`src/source/ooo_defines.svh`:
```
`ifndef OOO_DEFINES_SVH
`define OOO_DEFINES_SVH

// reorder buffer slots, keep a power of two
`define ROB_DEPTH 16

// physical register file size, fixed by the core
`define NUM_PHYS_REGS 64

// rv32i architectural registers
`define NUM_ARCH_REGS 32

// addi x0, x0, 0
`define NOP_INST 32'h0000_0013

`endif

```
`src/source/ooo_types_pkg.sv`:
```
`default_nettype none

`include "ooo_defines.svh"

package ooo_types_pkg;

    typedef logic [31:0] word_t;                         // data or pc
    typedef logic [63:0] order_t;                        // instruction sequence number
    typedef logic [4:0]  arch_reg_t;
    typedef logic [5:0]  phys_reg_t;
    typedef logic [$clog2(`ROB_DEPTH)-1:0] rob_idx_t;

    // opcodes whose unused source fields read as zero in the monitor
    localparam logic [6:0] op_lui = 7'b0110111;
    localparam logic [6:0] op_imm = 7'b0010011;

    typedef struct packed {
        arch_reg_t rd;
        arch_reg_t rs1;
        arch_reg_t rs2;
        logic      regf_we;
        word_t     pc_rdata;
        word_t     pc_wdata;
        order_t    order;
        word_t     inst;
    } dispatch_t;

    typedef struct packed {
        logic     valid;
        rob_idx_t rob_idx;
        word_t    rs1_rdata;
        word_t    rs2_rdata;
        word_t    rd_wdata;
    } wb_t;

    // retired instruction record, formal monitor layout
    typedef struct packed {
        logic      valid;
        order_t    order;
        word_t     inst;
        word_t     pc_rdata;
        word_t     pc_wdata;
        arch_reg_t rs1_addr;
        arch_reg_t rs2_addr;
        word_t     rs1_rdata;
        word_t     rs2_rdata;
        arch_reg_t rd_addr;
        word_t     rd_wdata;
        logic      regf_we;
    } monitor_t;

    typedef struct packed {
        logic      valid;
        logic      done;
        phys_reg_t pd;
        phys_reg_t pd_old;                               // mapping replaced by this instruction
        monitor_t  mon;
    } rob_entry_t;

    typedef struct packed {
        monitor_t  mon;
        phys_reg_t pd;
        phys_reg_t pd_old;
    } commit_t;

endpackage

`default_nettype wire

```
`src/source/rename_rat.sv`:
```
`timescale 1ns/1ps
`default_nettype none

`include "ooo_defines.svh"

module rename_rat (
    input  wire logic                     clk,
    input  wire logic                     rst,
    input  wire ooo_types_pkg::arch_reg_t rd,
    output      ooo_types_pkg::phys_reg_t old_pd,
    input  wire logic                     we,
    input  wire ooo_types_pkg::phys_reg_t new_pd
);

    // speculative map, runs ahead of retirement
    ooo_types_pkg::phys_reg_t map [`NUM_ARCH_REGS];

    assign old_pd = map[rd];                             // read before this cycle's write

    always_ff @(posedge clk) begin
        if (rst) begin
            for (int i = 0; i < `NUM_ARCH_REGS; i++) begin
                map[i] <= ooo_types_pkg::phys_reg_t'(i);    // identity map
            end
        end else if (we && (rd != '0)) begin
            map[rd] <= new_pd;                           // x0 stays on p0
        end
    end

endmodule

`default_nettype wire

```
`config.mk`:
```
export PLATFORM = sky130hd
export DESIGN_NAME = rename_rat
export DESIGN_NICKNAME = d
export VERILOG_FILES = /design/src/source/ooo_types_pkg.sv /design/src/source/rename_rat.sv
export VERILOG_INCLUDE_DIRS = /design/src /design/src/source
export SDC_FILE = /design/constraint.sdc
export NUM_CORES = 1
export LEC_CHECK = 0
export BUFFER_PORTS_ARGS = -buffer_cell sky130_fd_sc_hd__buf_2
export CORE_UTILIZATION = 60
export CTS_CLUSTER_SIZE = 24
export DETAILED_ROUTE_END_ITERATION = 8
export PLACE_DENSITY = 0.86
export SLEW_MARGIN = 30
export SYNTH_ARGS = -nofsm -noshare
export SYNTH_HDL_FRONTEND = slang
export SYNTH_SLANG_ARGS = --single-unit
```
`constraint.sdc`:
```
create_clock -name clk -period 3.21 [get_ports clk]
set_clock_uncertainty 0.15 [all_clocks]
set_input_delay 0.1605 -clock clk [delete_from_list [all_inputs] [get_ports clk]]
set_output_delay 0.1605 -clock clk [all_outputs]
set_load 0.1 [all_outputs]
```
== Yosys cells after proc, flatten, opt, wreduce, memory -nomap -nowiden ==
Memories as Yosys holds them, arrays and structs flattened.
Index checks and enable logic that the tools add are counted.

* Flip-flop bits (word level): 0
* Memory bits (writable): 192
* Input bits: 14
* Word-level logic and storage cells: 12
* Memories: 1

{| class="wikitable"
|+ Memory list
! name !! depth !! width !! read ports !! clocked after Yosys merged registers in !! wr ports !! RTL line !! RTL
|-
| map || 32 || 6 || 1 || 0 || 32 || rename_rat.sv:16 || <nowiki>ooo_types_pkg::phys_reg_t map [`NUM_ARCH_REGS];</nowiki>
|}

* Multiplexer cells: 8
* Reductions and logical operators: 3

{| class="wikitable"
|+ Operator list
! operator !! number
|-
| $mux W1 || 6
|-
| $mux W6 || 1
|-
| $reduce_or A6 Y1 || 1
|-
| $mux W5 || 1
|-
| $reduce_bool A5 Y1 || 1
|-
| $logic_and A1 B1 Y1 || 1
|}

== Depth between registers and ports, before layout ==
Gate-level depths: netlist of the first run.

* Depth in word-level cells: 7
* Depth in mapped cells: 7
* Mapped depth without buffers: 4

== Worst setup path after synthesis of the first run ==
OpenSTA, ideal clock, no wires.

* Kind: input -> output
* Start point: input port rd[1]
* End point: output port old_pd[1]
* Arrival: 1.838 ns
* Data required time: 2.899 ns
* Slack: 1.062 ns
* Stages: 7
* Buffers on the path: 3
* Cell sequence: buf_2 -> buf_4 -> buf_2 -> mux2i_1 -> o22ai_1 -> nor4_1 -> nand2_1

* Word-level cells in the longest chain between the ends: 1

{| class="wikitable"
|+ Ends and longest elaborated chain
! element !! RTL line !! RTL
|-
| start: declaration || rename_rat.sv:9 || <nowiki>input wire ooo_types_pkg::arch_reg_t rd,</nowiki>
|-
| $mem_v2 Z32 W6 || n/a ||
|-
| end: declaration || rename_rat.sv:10 || <nowiki>output ooo_types_pkg::phys_reg_t old_pd,</nowiki>
|}

Every way passes these cells.

== Worst setup path after layout of the first run ==
* Start point: input port rd[1]
* End point: output port old_pd[2]

The elaborated chain is that of the path after synthesis.

==> results of run 1 <==
-- cells by family (layout without fill, tap and decap cells) --
kind of cell,count (synthesis),in the layout,synth area share [%]
AO/OA/AOI/OAI,48,48,3.28
buffers and inverters,63,62,3.18
flip-flops,192,192,62.9
multiplexers,96,96,10.5
other,1,6,0.0409
AND/OR/NAND/NOR,296,296,20.1
-- path summary, 6_finish.rpt --
check | endpoint | slack (ps) | start | depth (start not counted)
setup / recovery | old_pd[2] | 680 | rd[1] | 7
hold / removal | map[0][0]$_SDFFCE_PN0P_ | 180 | rst | 2
-- layer usage --
| layer | up-vias | GRT usage, % | wire (um) |
|---|---|---|---|
| met3 | 70 | 5.48 | 1850 |
| met2 | 339 | 44.6 | 9850 |
| li1 | 2568 | - | - |
| met1 | 2769 | 34.8 | 7720 |
| met4 | 0 | 15.1 | 980 |
| met5 | - | 0 | 0 |
-- where the power goes --
group | internal [mW] | total, mW | switching, mW
sequential | 2.89 | 2.94 | 0.0463
combinational | 0.136 | 0.503 | 0.368
clock | 1.01 | 1.96 | 0.952
total | 4.04 | 5.40 | 1.37
-- through the flow --
step / util, % / worst slack [ps] / cells / hold WS (ps)
CTS: 67.2 / 732 / 884 / 175
finish: 67.2 / 681 / 884 / 177
floorplan: - / 1060 / 701 / 190
detailed placement: 63.5 / 501 / 852 / 623
global route: 67.2 / 607 / 884 / 188
global placement: 63.5 / 573 / 852 / 620
-- layout make-up --
class,count,share of cell area [%]
clock buffer,17,4.31
multi-input combinational,446,31.7
timing repair buffer,30,2.08
tap,184,2.33
sequential,192,58.4
clock inverter,15,1.25
-- cells in the mapped netlist (all sizes together) --
| master | count | area [um2] |
|---|---|---|
| buf | 22 | 138 |
| nor2 | 28 | 105 |
| or3b | 2 | 17.5 |
| nand2 | 8 | 32.5 |
| nand2b | 10 | 62.6 |
| or4 | 1 | 7.51 |
| o22ai | 48 | 300 |
| or2 | 31 | 194 |
| edfxtp | 192 | 5770 |
| nor3 | 4 | 25.0 |
| nand4b | 4 | 35.0 |
| nor2b | 1 | 8.76 |
| mux2i | 96 | 961 |
| nand3b | 4 | 30.0 |
| clkbuf | 41 | 154 |
| nor4 | 12 | 75.1 |
| conb | 1 | 3.75 |
| or2b | 2 | 15.0 |
| nand4 | 1 | 6.26 |
| nand4bb | 7 | 83.8 |
| or4b | 4 | 40.0 |
| nand3 | 2 | 10.0 |
| or3 | 69 | 432 |
| and2 | 106 | 663 |
-- critical path, stage by stage --
cell,delay [ps]
buf_4,330
buf_4,300
mux2i_1,270
o22ai_1,170
nor4_1,440
nand2_1,190
buf_2,340
==> results.tsv, run 1 <==
stage	metric	value	unit
die	Die ar.	0.0158	mm2
worst_hold_path	Hold/Removal Path Class	in -> reg	
timing	final setup TNS	0	ps
cells_and_area	Sequential Area	0.00577	mm2
synth	synth warn	0	
global_routing	initial antenna violation count	0	
global_routing	GRT Resource Usage Total	27.5	%
clocking	cts bufs inserted	17	
die	Core ar.	0.0147	mm2
timing	period utilization	78.8	%
die	Die Height	126	um
drt	wire per inst	23.1	um
die	Rows	44	
setup_path	Setup CP Type	in -> out	
placed_design	DP Wirelength	13400	um
global_routing	largest net degree at the start of global routing	38	
synth	synthesized cell area	0.00917	mm2
placed_design	Port-buffer cells	19	
power	leakage	3.52	nW
power	Overall Power	5.40	mW
drt	Vias	5746	
setup_path	crit path DAT	2220	ps
timing	RSZ-0062 raised after global routing	no	
cells_and_area	commonest non-fill, non-tap cell in the layout	edfxtp_1	
cells_and_area	layout cells sized above 1	13.7	%
drt	DRT antenna net count	0	
cells_and_area	Multi-input gate area	0.00313	mm2
drt	DR iter-0 viols	651	
global_routing	grt ovf	0	
timing	Final Max Tran Viols	0	
power	pwr/cell area	547	mW/mm2
run_status	status	finished, violations left	
cells_and_area	Top Registers	map x192	
clocking	CTS Buffer Depth	2	
clocking	post_cts resized	0	
cells_and_area	area grow syn2layout	7.77	%
cells_and_area	commonest cells after routing, fill and taps aside	192 x edfxtp_1, 106 x and2_1, 96 x mux2i_1	
synth	Yosys cell types	29	
placed_design	Final GP Congestion	0.869	
placed_design	Placed Area	0.00933	mm2
die	Ports	20	
synth	synthesized flop and latch total	192	
cells_and_area	# diodes	0	
clocking	Clock transition at path regs	70	ps
synth	Mean Syn Cell Area	13.2	um2
timing	Fmax	0.395	GHz
cells_and_area	layout net count	701	
cells_and_area	Largest Register	map	
clocking	cts hold-fix bufs	0	
drt	DR DRC count	1	
drt	routed wire length	20400	um
die	initial core utilization	62.4	%
flow_run	Max Cap Viol	0	
die	Die W	126	um
synth	register area share after synthesis	62.9	%
synth	Mapped Cells	696	
timing	final setup vio count	0	
clocking	CTS root buffer	clkbuf_16	
clocking	Sink Count	192	
timing	final hold vios	0	
timing	minimum clock period after layout	2530	ps
global_routing	first-pass GRT wire length	31700	um
drt	drt via density	6.50	
timing	slew at the pin with the worst max-slew slack	743	ps
cells_and_area	max FFs per register	192	
setup_path	Worst setup EP type	primary output	
setup_path	crit path max fanout	22	
power	Peak VDD IR	0.000452	V
cells_and_area	Final Instance Area	0.00988	mm2
drt	DRT Pass-1 Iters	7	
setup_path	element type at the critical path start	primary input	
clocking	Post-CTS Setup Bufs	0	
timing	Worst slew margin	50.1	%
run_status	failing checks	DRC	
clocking	CTS tree	yes	
setup_path	CP required	2900	ps
clocking	H-tree depth	4	
cells_and_area	Fillers	997	
global_routing	vias in the first global route	5773	
No activity file was read; power rests on OpenSTA's default activity.
==> run 2, diff against run 1 <==
Settings changed: ABC_AREA from default to 1, CORE_UTILIZATION 60 to 57, PLACE_DENSITY 0.86 to 0.85.
Clock period 3.21 ns to 2.1 ns, I/O delays scaled along.
==> results.tsv, run 2 <==
stage	metric	value	unit
run_status	status	finished clean	
synth	fraction of registers with async set/reset	0	%
synth	Yosys cell types	16	
placed_design	Port-buffer cells	19	
timing	hold slack	84.4	ps
global_routing	largest net degree at the start of global routing	62	
global_routing	vias in the first global route	7111	
synth	synth warn	0	
drt	routed wire length	23000	um
drt	DRT Pass-1 Iters	5	
cells_and_area	Largest Register	map	
synth	synthesized flop and latch total	192	
timing	Fmax	0.489	GHz
global_routing	GRT Resource Usage Total	29.6	%
clocking	Sink Count	192	
worst_hold_path	Hold/Removal Path Class	in -> reg	
flow_run	Max Cap Viol	0	
clocking	Post-CTS Setup Bufs	0	
synth	Post-synth EDFFs	192	
cells_and_area	layout cells sized above 1	9.45	%
die	initial core utilization	58.4	%
synth	synthesized cell area	0.00928	mm2
synth	largest area contributor in the netlist	edfxtp_1	
die	Die ar.	0.0168	mm2
cells_and_area	Cell Count, Final, Fillers Out	1306	
power	Overall Power	8.32	mW
setup_path	crit path DAT	1790	ps
setup_path	CP required	1850	ps
synth	register area share after synthesis	62.1	%
clocking	CTS Buffer Depth	2	
timing	slew at the pin with the worst max-slew slack	889	ps
synth	Post-synth top flop	edfxtp_1	
clocking	H-tree depth	4	
timing	period utilization	97.3	%
synth	post-synth top area share	62.1	%
synth	Mean Syn Cell Area	8.70	um2
cells_and_area	commonest non-fill, non-tap cell in the layout	nand2_1	
drt	wire per inst	17.6	um
placed_design	DP Cell Count	1274	
cells_and_area	max FFs per register	192	
drt	DRT antenna net count	0	
setup_path	Setup CP Type	reg -> out	
die	Die W	130	um
setup_path	crit path buf inv count	1	
setup_path	element type at the critical path start	register	
synth	most frequent cell after synthesis	nand2_1	
drt	drt via density	5.64	
placed_design	Placed Area	0.00985	mm2
setup_path	Stages on worst setup path	9	
synth	top post-synthesis cells by count	568 x nand2_1, 192 x edfxtp_1, 119 x nor2_1, 75 x nand3_1, 52 x clkbuf_1	
global_routing	first-pass GRT wire length	36400	um
cells_and_area	area grow syn2layout	11.7	%
setup_path	CP peak stage delay	380	ps
timing	Final Max Tran Viols	0	
synth	Mapped Cells	1067	
setup_path	CP max-delay cell	edfxtp_1	
cells_and_area	layout net count	1092	
power	leakage	4.47	nW
setup_path	crit-path most repeated cell	nand2_1	
timing	final setup vio count	0	
timing	Worst slew margin	40.7	%
setup_path	worst-path cell chain	nand2_1, nand2_1, nand2_1, nand2_1, nand2_1, nand2_1, nor2_2, nand2_2, buf_12	
timing	RSZ-0062 raised after global routing	no	
cells_and_area	Top Registers	map x192	
clocking	Clock transition at path regs	70	ps
power	pwr/cell area	803	mW/mm2
global_routing	grt ovf	0	
timing	minimum clock period after layout	2040	ps
drt	DR DRC count	0	
clocking	CTS root buffer	clkbuf_16	
die	Die Height	130	um
timing	final hold vios	0	
die	Ports	20	
global_routing	initial antenna violation count	0	
drt	Vias	7365	
placed_design	Final GP Congestion	0.865	
clocking	CTS tree	yes	
timing	final setup TNS	0	ps
worst_hold_path	WHS Path Cells	4	
die	Rows	46	
setup_path	Worst setup EP type	primary output	
drt	DR iter-0 viols	837	
setup_path	crit-path leading delay family	simple AND/OR/NAND/NOR gates	
cells_and_area	commonest cells after routing, fill and taps aside	567 x nand2_1, 192 x edfxtp_1, 118 x nor2_1	
cells_and_area	Final Instance Area	0.0104	mm2
clocking	cts bufs inserted	17	
synth	Synth area leaders	edfxtp_1 62%, nand2_1 23%, nor2_1 4.8%	
placed_design	DP Wirelength	14100	um
power	Peak VDD IR	0.000619	V
cells_and_area	# diodes	0	
setup_path	crit path max fanout	1	
die	Core ar.	0.0159	mm2
==> run 2: cell count changes in the layout (fill, tap and decap cells not counted), moves of 11 or more <==
cell | before | now
or2_2 | 31 | 0
and2_1 | 106 | 0
o22ai_1 | 48 | 0
nand3_1 | 2 | 75
nor2_1 | 28 | 118
nand4_1 | 1 | 12
nor4_1 | 12 | 0
or3_1 | 69 | 0
nand2_1 | 7 | 567
buf_4 | 10 | 36
mux2i_1 | 96 | 0
==> run 2: where the power goes <==
part | total [mW] | internal [mW] | switching (mW)
combinational | 1.01 | 0.278 | 0.733
clock | 2.83 | 1.48 | 1.36
sequential | 4.48 | 4.42 | 0.0597
==> run 2: kinds of logic (layout without fill, tap and decap cells) <==
family                 count (synthesis)  in the layout  synth area share (%)
other                                  1              6                0.0404
buffers and inverters                 88            106                  3.92
AND/OR/NAND/NOR                      786            786                  33.9
flip-flops                           192            192                  62.1
==> run 2: cell type report <==
cell class                      count  area, um2
Sequential cell                   192       5770
Fill cell                        1238       5520
Multi-Input combinational cell    792       3190
Timing Repair Buffer               63        597
Clock buffer                       17        425
Tap cell                          216        270
Clock inverter                     14       77.6
Inverter                           12       45.0
==> run 2: per-stage QoR <==
step / util [%] / setup WS [ps]
6_report: 65.3 / 56.2
4_1_cts: 65.2 / 78.0
3_5_place_dp: 62.0 / -55.2
3_3_place_gp: 62.0 / -7.51
2_1_floorplan: - / 94.6
5_1_grt: 65.3 / 9.65
==> run 2: timing repair <==
item,CTS,global route
setup endpoints to repair,0,4
gates resized for setup,0,3
hold buffers,1,0
endpoints found under the hold margin,6,0
==> run 2: per-layer routing <==
layer	global-route usage (%)	part of all wire [%]	vias to the layer above
met5	0	0	-
li1	-	-	3475
met3	5.28	11	60
met2	48.0	48	420
met1	38.5	38	3410
met4	15.0	3.4	0
==> run 2: final timing paths <==
check / start / slack (ps) / end
max: map[3][4]$_SDFFCE_PN0P_ / 60 / old_pd[4]
min: rd[3] / 80 / map[3][1]$_SDFFCE_PN1P_
