**src/source/ooo_defines.svh**
```systemverilog
`ifndef OOO_DEFINES_SVH
`define OOO_DEFINES_SVH

// reorder buffer slots, keep a power of two
`define ROB_DEPTH 16

// physical register file size, fixed by the core
`define NUM_PHYS_REGS 64

// rv32i architectural registers
`define NUM_ARCH_REGS 32

// addi x0, x0, 0
`define NOP_INST 32'h0000_0013

`endif

```
**src/source/ooo_types_pkg.sv**
```systemverilog
`default_nettype none

`include "ooo_defines.svh"

package ooo_types_pkg;

    typedef logic [31:0] word_t;                         // data or pc
    typedef logic [63:0] order_t;                        // instruction sequence number
    typedef logic [4:0]  arch_reg_t;
    typedef logic [5:0]  phys_reg_t;
    typedef logic [$clog2(`ROB_DEPTH)-1:0] rob_idx_t;

    // opcodes whose unused source fields read as zero in the monitor
    localparam logic [6:0] op_lui = 7'b0110111;
    localparam logic [6:0] op_imm = 7'b0010011;

    typedef struct packed {
        arch_reg_t rd;
        arch_reg_t rs1;
        arch_reg_t rs2;
        logic      regf_we;
        word_t     pc_rdata;
        word_t     pc_wdata;
        order_t    order;
        word_t     inst;
    } dispatch_t;

    typedef struct packed {
        logic     valid;
        rob_idx_t rob_idx;
        word_t    rs1_rdata;
        word_t    rs2_rdata;
        word_t    rd_wdata;
    } wb_t;

    // retired instruction record, formal monitor layout
    typedef struct packed {
        logic      valid;
        order_t    order;
        word_t     inst;
        word_t     pc_rdata;
        word_t     pc_wdata;
        arch_reg_t rs1_addr;
        arch_reg_t rs2_addr;
        word_t     rs1_rdata;
        word_t     rs2_rdata;
        arch_reg_t rd_addr;
        word_t     rd_wdata;
        logic      regf_we;
    } monitor_t;

    typedef struct packed {
        logic      valid;
        logic      done;
        phys_reg_t pd;
        phys_reg_t pd_old;                               // mapping replaced by this instruction
        monitor_t  mon;
    } rob_entry_t;

    typedef struct packed {
        monitor_t  mon;
        phys_reg_t pd;
        phys_reg_t pd_old;
    } commit_t;

endpackage

`default_nettype wire

```
**src/source/free_list.sv**
```systemverilog
`timescale 1ns/1ps
`default_nettype none

`include "ooo_defines.svh"

module free_list (
    input  wire logic                     clk,
    input  wire logic                     rst,
    input  wire logic                     pop,
    input  wire logic                     push,
    input  wire ooo_types_pkg::phys_reg_t push_reg,
    output      ooo_types_pkg::phys_reg_t head_reg,
    output      logic                     empty
);

    // registers beyond the architectural ones start out free
    localparam int DEPTH = `NUM_PHYS_REGS - `NUM_ARCH_REGS;
    localparam int IDX_W = $clog2(DEPTH);

    ooo_types_pkg::phys_reg_t regs [DEPTH];

    logic [IDX_W:0] head_ptr;                            // wrap bit on top
    logic [IDX_W:0] tail_ptr;
    logic           full;

    assign empty = (head_ptr == tail_ptr);
    assign full = (head_ptr[IDX_W-1:0] == tail_ptr[IDX_W-1:0]) &&
                  (head_ptr[IDX_W] != tail_ptr[IDX_W]);
    assign head_reg = regs[head_ptr[IDX_W-1:0]];

    always_ff @(posedge clk) begin
        if (rst) begin
            head_ptr <= '0;
            tail_ptr <= (IDX_W + 1)'(DEPTH);             // queue starts full
            for (int i = 0; i < DEPTH; i++) begin
                regs[i] <= ooo_types_pkg::phys_reg_t'(`NUM_ARCH_REGS + i);
            end
        end else begin
            if (pop) begin
                head_ptr <= head_ptr + 1'b1;
            end
            if (push) begin
                regs[tail_ptr[IDX_W-1:0]] <= push_reg;
                tail_ptr <= tail_ptr + 1'b1;
            end
        end
    end

    a_no_pop_empty: assert property (@(posedge clk) disable iff (rst) pop |-> !empty)
        else $error("free_list: pop while empty");

    // more pushes than pops means a register was freed twice
    a_no_push_full: assert property (@(posedge clk) disable iff (rst) push |-> !full)
        else $error("free_list: push while full");

endmodule

`default_nettype wire

```
**config.mk**
```make
export PLATFORM = sky130hd
export DESIGN_NAME = free_list
export DESIGN_NICKNAME = d
export VERILOG_FILES = /design/src/source/ooo_types_pkg.sv /design/src/source/free_list.sv
export VERILOG_INCLUDE_DIRS = /design/src /design/src/source
export SDC_FILE = /design/constraint.sdc
export NUM_CORES = 1
export LEC_CHECK = 0
export ABC_CLOCK_PERIOD_IN_PS = 3200
export BUFFER_PORTS_ARGS = -buffer_cell sky130_fd_sc_hd__buf_2
export CORE_AREA = 4 4 145 161
export DETAILED_ROUTE_END_ITERATION = 8
export DIE_AREA = 0 0 149 165
export SLEW_MARGIN = 20
export SYNTH_ARGS = -nofsm -noshare
export SYNTH_HDL_FRONTEND = slang
export SYNTH_SLANG_ARGS = --single-unit
```
**constraint.sdc**
```tcl
create_clock -name clk -period 3.2 [get_ports clk]
set_clock_uncertainty 0.2 [all_clocks]
set_input_delay 0.48 -clock clk [delete_from_list [all_inputs] [get_ports clk]]
set_output_delay 0.48 -clock clk [all_outputs]
set_load 0.01 [all_outputs]
```
=== Word-level counts from Yosys, hierarchy flattened ===
Memories as Yosys holds them, arrays and structs flattened. A register that Yosys moved wholly into a read port is not among the register bits.
Index checks and enable logic that the tools add are counted.

* Bits in registers: 12
* Bits in writable memories: 192
* Input bits: 10
* Output and inout port bits: 7
* Logic and storage cells: 17
* Memories: 1

* Add/subtract/negate cells: 2
* Eq/ne operators: 1
* Multiplexer cells: 10
* Reduce and logical (&&, ||, !) cells: 1

{| class="wikitable"
|+ Memories
! name !! words !! width !! read ports !! clocked after Yosys merged registers in !! write ports !! line !! source
|-
| regs || 32 || 6 || 1 || 1 || 32 || free_list.sv:20 || <nowiki>ooo_types_pkg::phys_reg_t regs [DEPTH];</nowiki>
|}

{| class="wikitable"
|+ Operators by type and width
! cell !! count
|-
| two-way mux 5 bit || 3
|-
| adder 6 x 1 -> 6 bit, second input constant || 2
|-
| equality test 6 bit || 1
|-
| two-way mux 1 bit || 6
|-
| two-way mux 6 bit || 1
|-
| OR reduction 6 bit || 1
|}

=== Logic depth before layout (Yosys ltp) ===
Gate-level depths: netlist (run 1).

* Word-level depth: 5
* Depth in mapped cells: 6
* Mapped depth without buffers: 5

=== Worst setup path after synthesis (run 1) ===
No wires, ideal clock.

* Kind: register to output
* Start: register with a tool-made name
* End: output head_reg[0]
* Arrival: 2.093 ns
* Data required time: 2.520 ns
* Slack: 0.427 ns
* Cell stages (with the launch flop): 6
* Path buffers: 2
* Path through: dfxtp_1 clkbuf_1 clkbuf_1 mux4_2 mux4_2 mux2_2

{| class="wikitable"
|+ RTL lines
! what !! line !! source
|-
| end: declaration || free_list.sv:12 || <nowiki>output ooo_types_pkg::phys_reg_t head_reg,</nowiki>
|}

==> results of run 1 <==
## per-layer routing
layer / up-vias / global-route usage, % / part of all wire, %
met5: - / 0 / 0
met4: 0 / 4.911 / 2.2
met3: 38 / 4.171 / 8.8
met2: 299 / 32.56 / 48
met1: 2970 / 28.43 / 41
li1: 2501 / - / -
## sequential cells by signal, summed over array words and instances (netlist names), named ones only
name and flops:
head_ptr 6, regs 192, tail_ptr 6
## layout by cell type (no fill, tap or decap), drive strengths merged, types with 3 or more instances in the layout
cell type,count
and2,26
mux2,6
nand3b,7
edfxtp,192
ha,5
buf,39
or2,21
dfxtp,17
or3,66
nand4,5
and3,6
or3b,4
nand2,52
xnor2,6
clkinv,8
inv,6
mux4,60
xor2,8
nand3,10
nor3b,3
and3b,3
bufinv,3
clkbuf,28
nor3,32
nor2,51
nand2b,9
## what timing repair did
item                                    CTS  global route
resized for setup                        13             0
buffers inserted                          2             0
endpoints found under the setup margin    6             6
gates cloned                              1             0
## kinds of logic (layout without fill, tap and decap cells)
group,count (synthesis),count (layout)
multiplexers,68,68
flip-flops,209,209
XOR/XNOR,14,14
AO/OA/AOI/OAI,5,5
buffers and inverters,66,86
adder cells (fa/ha/maj),5,5
AND/OR/NAND/NOR,295,295
## power breakdown
part | total (mW) | internal, mW | switching [mW] | leakage [nW]
combinational | 0.441 | 0.194 | 0.247 | 1.06
sequential | 3.05 | 3.02 | 0.0331 | 1.73
clock | 2.64 | 1.60 | 1.04 | 0.370
## final timing paths
path / slack (ns) / endpoint / from
worst min-delay path: 0.15 / head_ptr[0]$_SDFFE_PP0P_ / pop
worst max register to register: 0.64 / regs[21][4]$_SDFFCE_PN1P_ / tail_ptr[4]$_SDFFE_PP0P_
worst min register to register: 0.31 / head_ptr[5]$_SDFFE_PP0P_ / head_ptr[5]$_SDFFE_PP0P_
worst max-delay path: -0.07 / head_reg[2] / register
## stage by stage
| stage | utilization, % | hold slack, ns | instances | cell area [sq um] |
|---|---|---|---|---|
| detailed placement | 45.85 | 0.3048 | 933 | 10010 |
| global route | 49.82 | 0.1652 | 977 | 10870 |
| global placement | 45.85 | 0.2869 | 933 | 10010 |
| floorplan | - | 0.2697 | 662 | 9598 |
| CTS | 49.82 | 0.1250 | 977 | 10870 |
| finish | 49.82 | 0.1455 | 977 | 10870 |
## layout make-up
cell class	instances	area, sq um	area share (%)
clock inverters	13	141.4	1.300
repair buffers	40	372.9	3.430
inverters	5	18.77	0.1726
clock buffers	28	614.3	5.651
flip-flops and latches	209	6113	56.23
well taps	295	369.1	3.395
multi-input cells	387	3242	29.82
## worst max-delay path, stage by stage (launching register included)
cell and delay [ns]:
sky130_fd_sc_hd__dfxtp_4 0.41, sky130_fd_sc_hd__buf_12 0.19, sky130_fd_sc_hd__mux4_2 0.55, sky130_fd_sc_hd__mux4_2 0.50
sky130_fd_sc_hd__mux2_4 0.31, sky130_fd_sc_hd__buf_6 0.13
==> summary.log, run 1 <==
qor: outcome.outcome finished with violations
qor: outcome.violations setup timing
qor: power.total_power 6.138 mW
qor: sta.report.final.slew_viol_count 0
qor: power.power_density 564.6 mW/mm^2
qor: finish.syn2layout_area_growth 13.27%
qor: cts.cts_tree yes
qor: worst_setup_path.cp_max_fo 15
qor: logic_synthesis.synth_cell_types 30
qor: sta.timing.max_slew.rel_slack 43.42%
qor: cts.cts_max_path_buffers 3
qor: logic_synthesis.async_reset_ff_share 0%
qor: worst_setup_path.crit_required 2.52 ns
qor: detailed_routing.dr.pass1.iters 5
qor: logic_synthesis.synthesis.area 0.009598 sq mm
qor: logic_synthesis.gate_count_after_technology_mapping 662
qor: global_route.antenna_found_initial 0
qor: power.total_leakage_power 3.154 nW
qor: placement.gpl.final_weighted_congestion 0.9212
qor: finish.num_antenna_cells 0
qor: logic_synthesis.register_bit_total_from_synthesis 209
qor: detailed_routing.via_per_inst 5.945
qor: die.floorplan.core_area 0.02182 sq mm
qor: cts.clk_pin_slew 0.06 ns
qor: logic_synthesis.synth_top_cell_by_area sky130_fd_sc_hd__edfxtp_1
qor: min_path.worstHoldPathCells 3
qor: detailed_routing.detail_route.wirelength 24.30 mm
qor: logic_synthesis.synth.yosys.warnings 0
qor: sta.finalSetupTns -0.2778 ns
qor: placement.detailedPlace.worstSlack 0.3206 ns
qor: detailed_routing.wl_per_cell 24.87 microns
qor: placement.io_buffers 16
qor: finish.final_layout_size_suffix_gt1_share 24.49%
qor: die.floorplan.die_area 0.02459 sq mm
qor: detailed_routing.drtAntennaViolNets 0
qor: sta.final-setup-viol-count 6
qor: logic_synthesis.complex_gate_fraction_of_the_synthesized_area 0.3129%
qor: cts.cts_htree_levels 1
qor: global_route.grt_pass1_wl 36.89 mm
qor: logic_synthesis.synth-adder-area-share 0.6518%
qor: global_route.grt_start_max_net_pins 46
qor: logic_synthesis.synth_top_cells_by_area sky130_fd_sc_hd__edfxtp_1 (60%), sky130_fd_sc_hd__mux4_2 (14%), sky130_fd_sc_hd__or3_1 (4.3%)
qor: logic_synthesis.yosys.area_share.xor_xnor 1.278%
qor: logic_synthesis.postSynth.topFlopCell sky130_fd_sc_hd__edfxtp_1
qor: finish.finish.net_count 681
qor: sta.report.final.hold_viol_count 0
qor: worst_setup_path.timing.critical_path.from_type register
qor: detailed_routing.drtIter0Drc 707
qor: global_route.grt_usage 20.19%
qor: worst_setup_path.cp-end-kind output pin
qor: die.io_pins 17
qor: sta.unrepaired_setup_endpoints_after_global_routing true
qor: logic_synthesis.syn_avg_cell_area 14.50 sq um
qor: sta.setup_slack -0.06516 ns
qor: die.starting_utilization_of_the_core_area 43.98%
qor: sta.worst_pin_slew 0.8488 ns
qor: logic_synthesis.synth-edff-count 192
qor: logic_synthesis.mux_cell_area_share_after_synthesis 14.99%
qor: sta.max_clock_freq 0.3063 GHz
qor: detailed_routing.vias 5808
qor: power.power.ir.vdd_worst 0.4127 mV
qor: logic_synthesis.synth_top_family_by_area simple AND/OR/NAND/NOR gates
qor: cts.cts-buffers-inserted 23
qor: die.die_ht 165 microns
qor: logic_synthesis.synth_seq_area_share 63.62%
qor: sta.final.min_clock_period 3.265 ns
qor: logic_synthesis.synth.top_cells.by_count sky130_fd_sc_hd__edfxtp_1 (192), sky130_fd_sc_hd__or3_1 (66), sky130_fd_sc_hd__mux4_2 (60), sky130_fd_sc_hd__nand2_1 (52)
qor: worst_setup_path.worstRegToRegCells 3
qor: global_route.globalRouteOverflowTotal 0
qor: global_route.first_global_vias 5774
qor: placement.detailedPlacementHpwl 15.70 mm
qor: logic_synthesis.synth_simple_gate_area_share 16.31%
qor: finish.fillerInstances 1835
qor: min_path.hold_path.class input pin to register
qor: die.num_rows 57
qor: logic_synthesis.synth_fp_nets 677
qor: cts.root_buffer sky130_fd_sc_hd__clkbuf_16
qor: detailed_routing.detail_route.drc_violations 0
qor: worst_setup_path.crit_type register to output pin
qor: sta.post-route-period-util 102.0%
qor: logic_synthesis.post-synth-top-count-cell sky130_fd_sc_hd__edfxtp_1
qor: cts.cts_sinks 209
qor: die.die_width 149 microns
qor: logic_synthesis.yosys.area.top_type_share 60.07%
qor: cts.worst_skew_pair.late_latency 0.49 ns
qor: run.max_cap_violations 0
qor: worst_setup_path.arrival 2.59 ns
qor: cts.cts_hold_buffers 0
No activity file was read; power rests on OpenSTA's default activity.
==> inputs of run 2 (changes only) <==
- ABC_CLOCK_PERIOD_IN_PS: 3200 -> default
- clock period: 3.2 -> 3.5 ns (I/O delays scaled with it)
==> summary.log, run 2 (synthesized netlist as in run 1, its figures left out) <==
qor: detailed_routing.wl_per_cell 24.53 microns
qor: finish.number_of_flip_flops_under_the_largest_register_name 192
qor: cts.clk_pin_slew 0.06 ns
qor: global_route.first_global_vias 5644
qor: detailed_routing.detail_route.wirelength 23.99 mm
qor: placement.io_buffers 16
qor: global_route.grt_usage 20.03%
qor: global_route.grt_pass1_wl 36.70 mm
qor: detailed_routing.dr.pass1.iters 5
qor: sta.report.final.hold_viol_count 0
qor: detailed_routing.vias 5698
qor: detailed_routing.drtAntennaViolNets 0
qor: worst_setup_path.worstReg2RegStart tail_ptr[2]$_SDFFE_PP0P_
qor: cts.cts_hold_buffers 0
qor: power.power.switching 1.207 mW
qor: finish.layout.cells.most_common_list sky130_fd_sc_hd__edfxtp_1 (192), sky130_fd_sc_hd__or3_1 (66), sky130_fd_sc_hd__mux4_2 (60), sky130_fd_sc_hd__nand2_1 (52), sky130_fd_sc_hd__nor2_1 (51)
qor: cts.root_buffer sky130_fd_sc_hd__clkbuf_16
qor: worst_setup_path.crit_type register to output pin
qor: worst_setup_path.timing.critical_path.from_type register
qor: finish.final_layout_size_suffix_gt1_share 24.01%
qor: finish.num_antenna_cells 0
qor: cts.cts-buffers-inserted 23
qor: power.pwr-share-comb 6.9%
qor: finish.finish.net_count 684
qor: detailed_routing.drtIter0Drc 838
qor: die.die_ht 165 microns
qor: worst_setup_path.critical-path-max-stage-delay 0.52 ns
qor: finish.multiInputGateArea 0.003219 sq mm
qor: cts.cts_max_path_buffers 3
qor: cts.cts_setup_buffers 6
qor: sta.final-setup-viol-count 0
qor: placement.detailedPlacementHpwl 16.09 mm
qor: worst_setup_path.timing.critical_path.cells buf_12 -> mux4_2 -> mux4_2 -> mux2_2 -> buf_2
qor: worst_setup_path.cp_max_fo 20
qor: die.floorplan.die_area 0.02459 sq mm
qor: sta.report.final.slew_viol_count 0
qor: power.p_int 4.348 mW
qor: die.die_width 149 microns
qor: finish.mostFrequentLayoutCell sky130_fd_sc_hd__edfxtp_1
qor: power.power.switching_fraction 21.72%
qor: finish.syn2layout_area_growth 12.12%
qor: detailed_routing.via_per_inst 5.826
qor: global_route.globalRouteOverflowTotal 0
qor: worst_setup_path.cp-end-kind output pin
qor: outcome.outcome finished clean
qor: sta.finalSetupTns 0 ns
qor: cts.cts_tree yes
qor: cts.post_cts.resized_instances 0
qor: power.total_leakage_power 3.102 nW
qor: global_route.antenna_found_initial 0
qor: finish.largest_registers_ranked_by_flip_flop_count regs x192, head_ptr x6, tail_ptr x6
qor: worst_setup_path.slowest_stage sky130_fd_sc_hd__mux4_2
qor: sta.final.min_clock_period 3.411 ns
qor: detailed_routing.detail_route.drc_violations 0
qor: sta.post-route-period-util 97.45%
qor: die.num_rows 57
qor: finish.layoutNonFillerInstCount 978
qor: run.max_cap_violations 0
qor: finish.area.sequential 0.006111 sq mm
qor: global_route.grt_start_max_net_pins 46
qor: die.io_pins 17
qor: cts.cts_htree_levels 1
qor: sta.timing.max_slew.rel_slack 43.80%
qor: die.floorplan.core_area 0.02182 sq mm
qor: placement.dpl.cell_count 930
qor: worst_setup_path.crit_required 2.77 ns
qor: finish.fillerInstances 1862
qor: min_path.origin_of_the_worst_min_delay_path pop
qor: power.power.ir.vdd_worst 0.2298 mV
qor: worst_setup_path.arrival 2.69 ns
qor: sta.unrepaired_setup_endpoints_after_global_routing false
qor: power.part_of_the_total_power_dissipated_in_sequential_elements 50.3%
qor: min_path.hold_path.class input pin to register
qor: sta.max_clock_freq 0.2932 GHz
qor: cts.cts_sinks 209
qor: sta.worst_pin_slew 0.8421 ns
qor: power.clock_power_share 42.8%
qor: finish.regMostFlops regs
qor: power.power_density 516.2 mW/mm^2
qor: die.starting_utilization_of_the_core_area 43.98%
qor: placement.gpl.final_weighted_congestion 0.8776
qor: cts.worst_skew_pair.late_latency 0.50 ns
qor: worst_setup_path.critical_path.most_common_cell sky130_fd_sc_hd__mux4_2
## run 2: area by class of cell
class / instances / share of cell area [%]
timing repair buffer: 43 / 2.976
tap: 295 / 3.430
sequential: 209 / 56.78
multi-input combinational: 387 / 29.92
inverter: 5 / 0.1744
clock inverter: 11 / 1.198
clock buffer: 28 / 5.523
## run 2: routing by layer
metal  wire, microns  GRT usage (%)
met3            1656          3.348
met1           10340          29.02
met5               0              0
met2           11560          32.25
met4             427          4.370
## run 2: final timing paths
path                                             endpoint  slack, ns  cells after the start
worst min register to register   head_ptr[5]$_SDFFE_PP0P_       0.30                      2
worst max-delay path                          head_reg[5]       0.09                      5
worst min-delay path             head_ptr[0]$_SDFFE_PP0P_       0.18                      3
worst max register to register  regs[15][5]$_SDFFCE_PN1P_       0.86                      2
## run 2: power groups by stage
stage | logic, mW | clock network, mW | registers [mW]
5_1_grt | 0.412 | 2.51 | 2.80
2_1_floorplan | 0.263 | 0 | 2.83
3_5_place_dp | 0.368 | 0 | 2.85
3_3_place_gp | 0.359 | 0 | 2.85
4_1_cts | 0.381 | 2.41 | 2.80
6_report | 0.382 | 2.38 | 2.80
## run 2: worst max-delay path: cells and delay by family (launching register included)
family	cells	cell delay, ns
buffers and inverters	2	0.37
multiplexers	3	1.32
flip-flops	1	0.47
## run 2: metrics by stage
step / utilization, % / power, mW / cell area [sq um] / setup slack [ns] / hold WS (ns)
5_1_grt: 49.31 / 5.722 / 10760 / 0.01211 / 0.2126
2_1_floorplan: - / 3.091 / 9598 / 0.6823 / 0.2697
4_1_cts: 49.21 / 5.585 / 10740 / 0.05262 / 0.1732
3_3_place_gp: 45.69 / 3.212 / 9971 / 0.5101 / 0.2907
3_5_place_dp: 45.69 / 3.221 / 9971 / 0.4981 / 0.2952
6_report: 49.31 / 5.555 / 10760 / 0.08941 / 0.1815
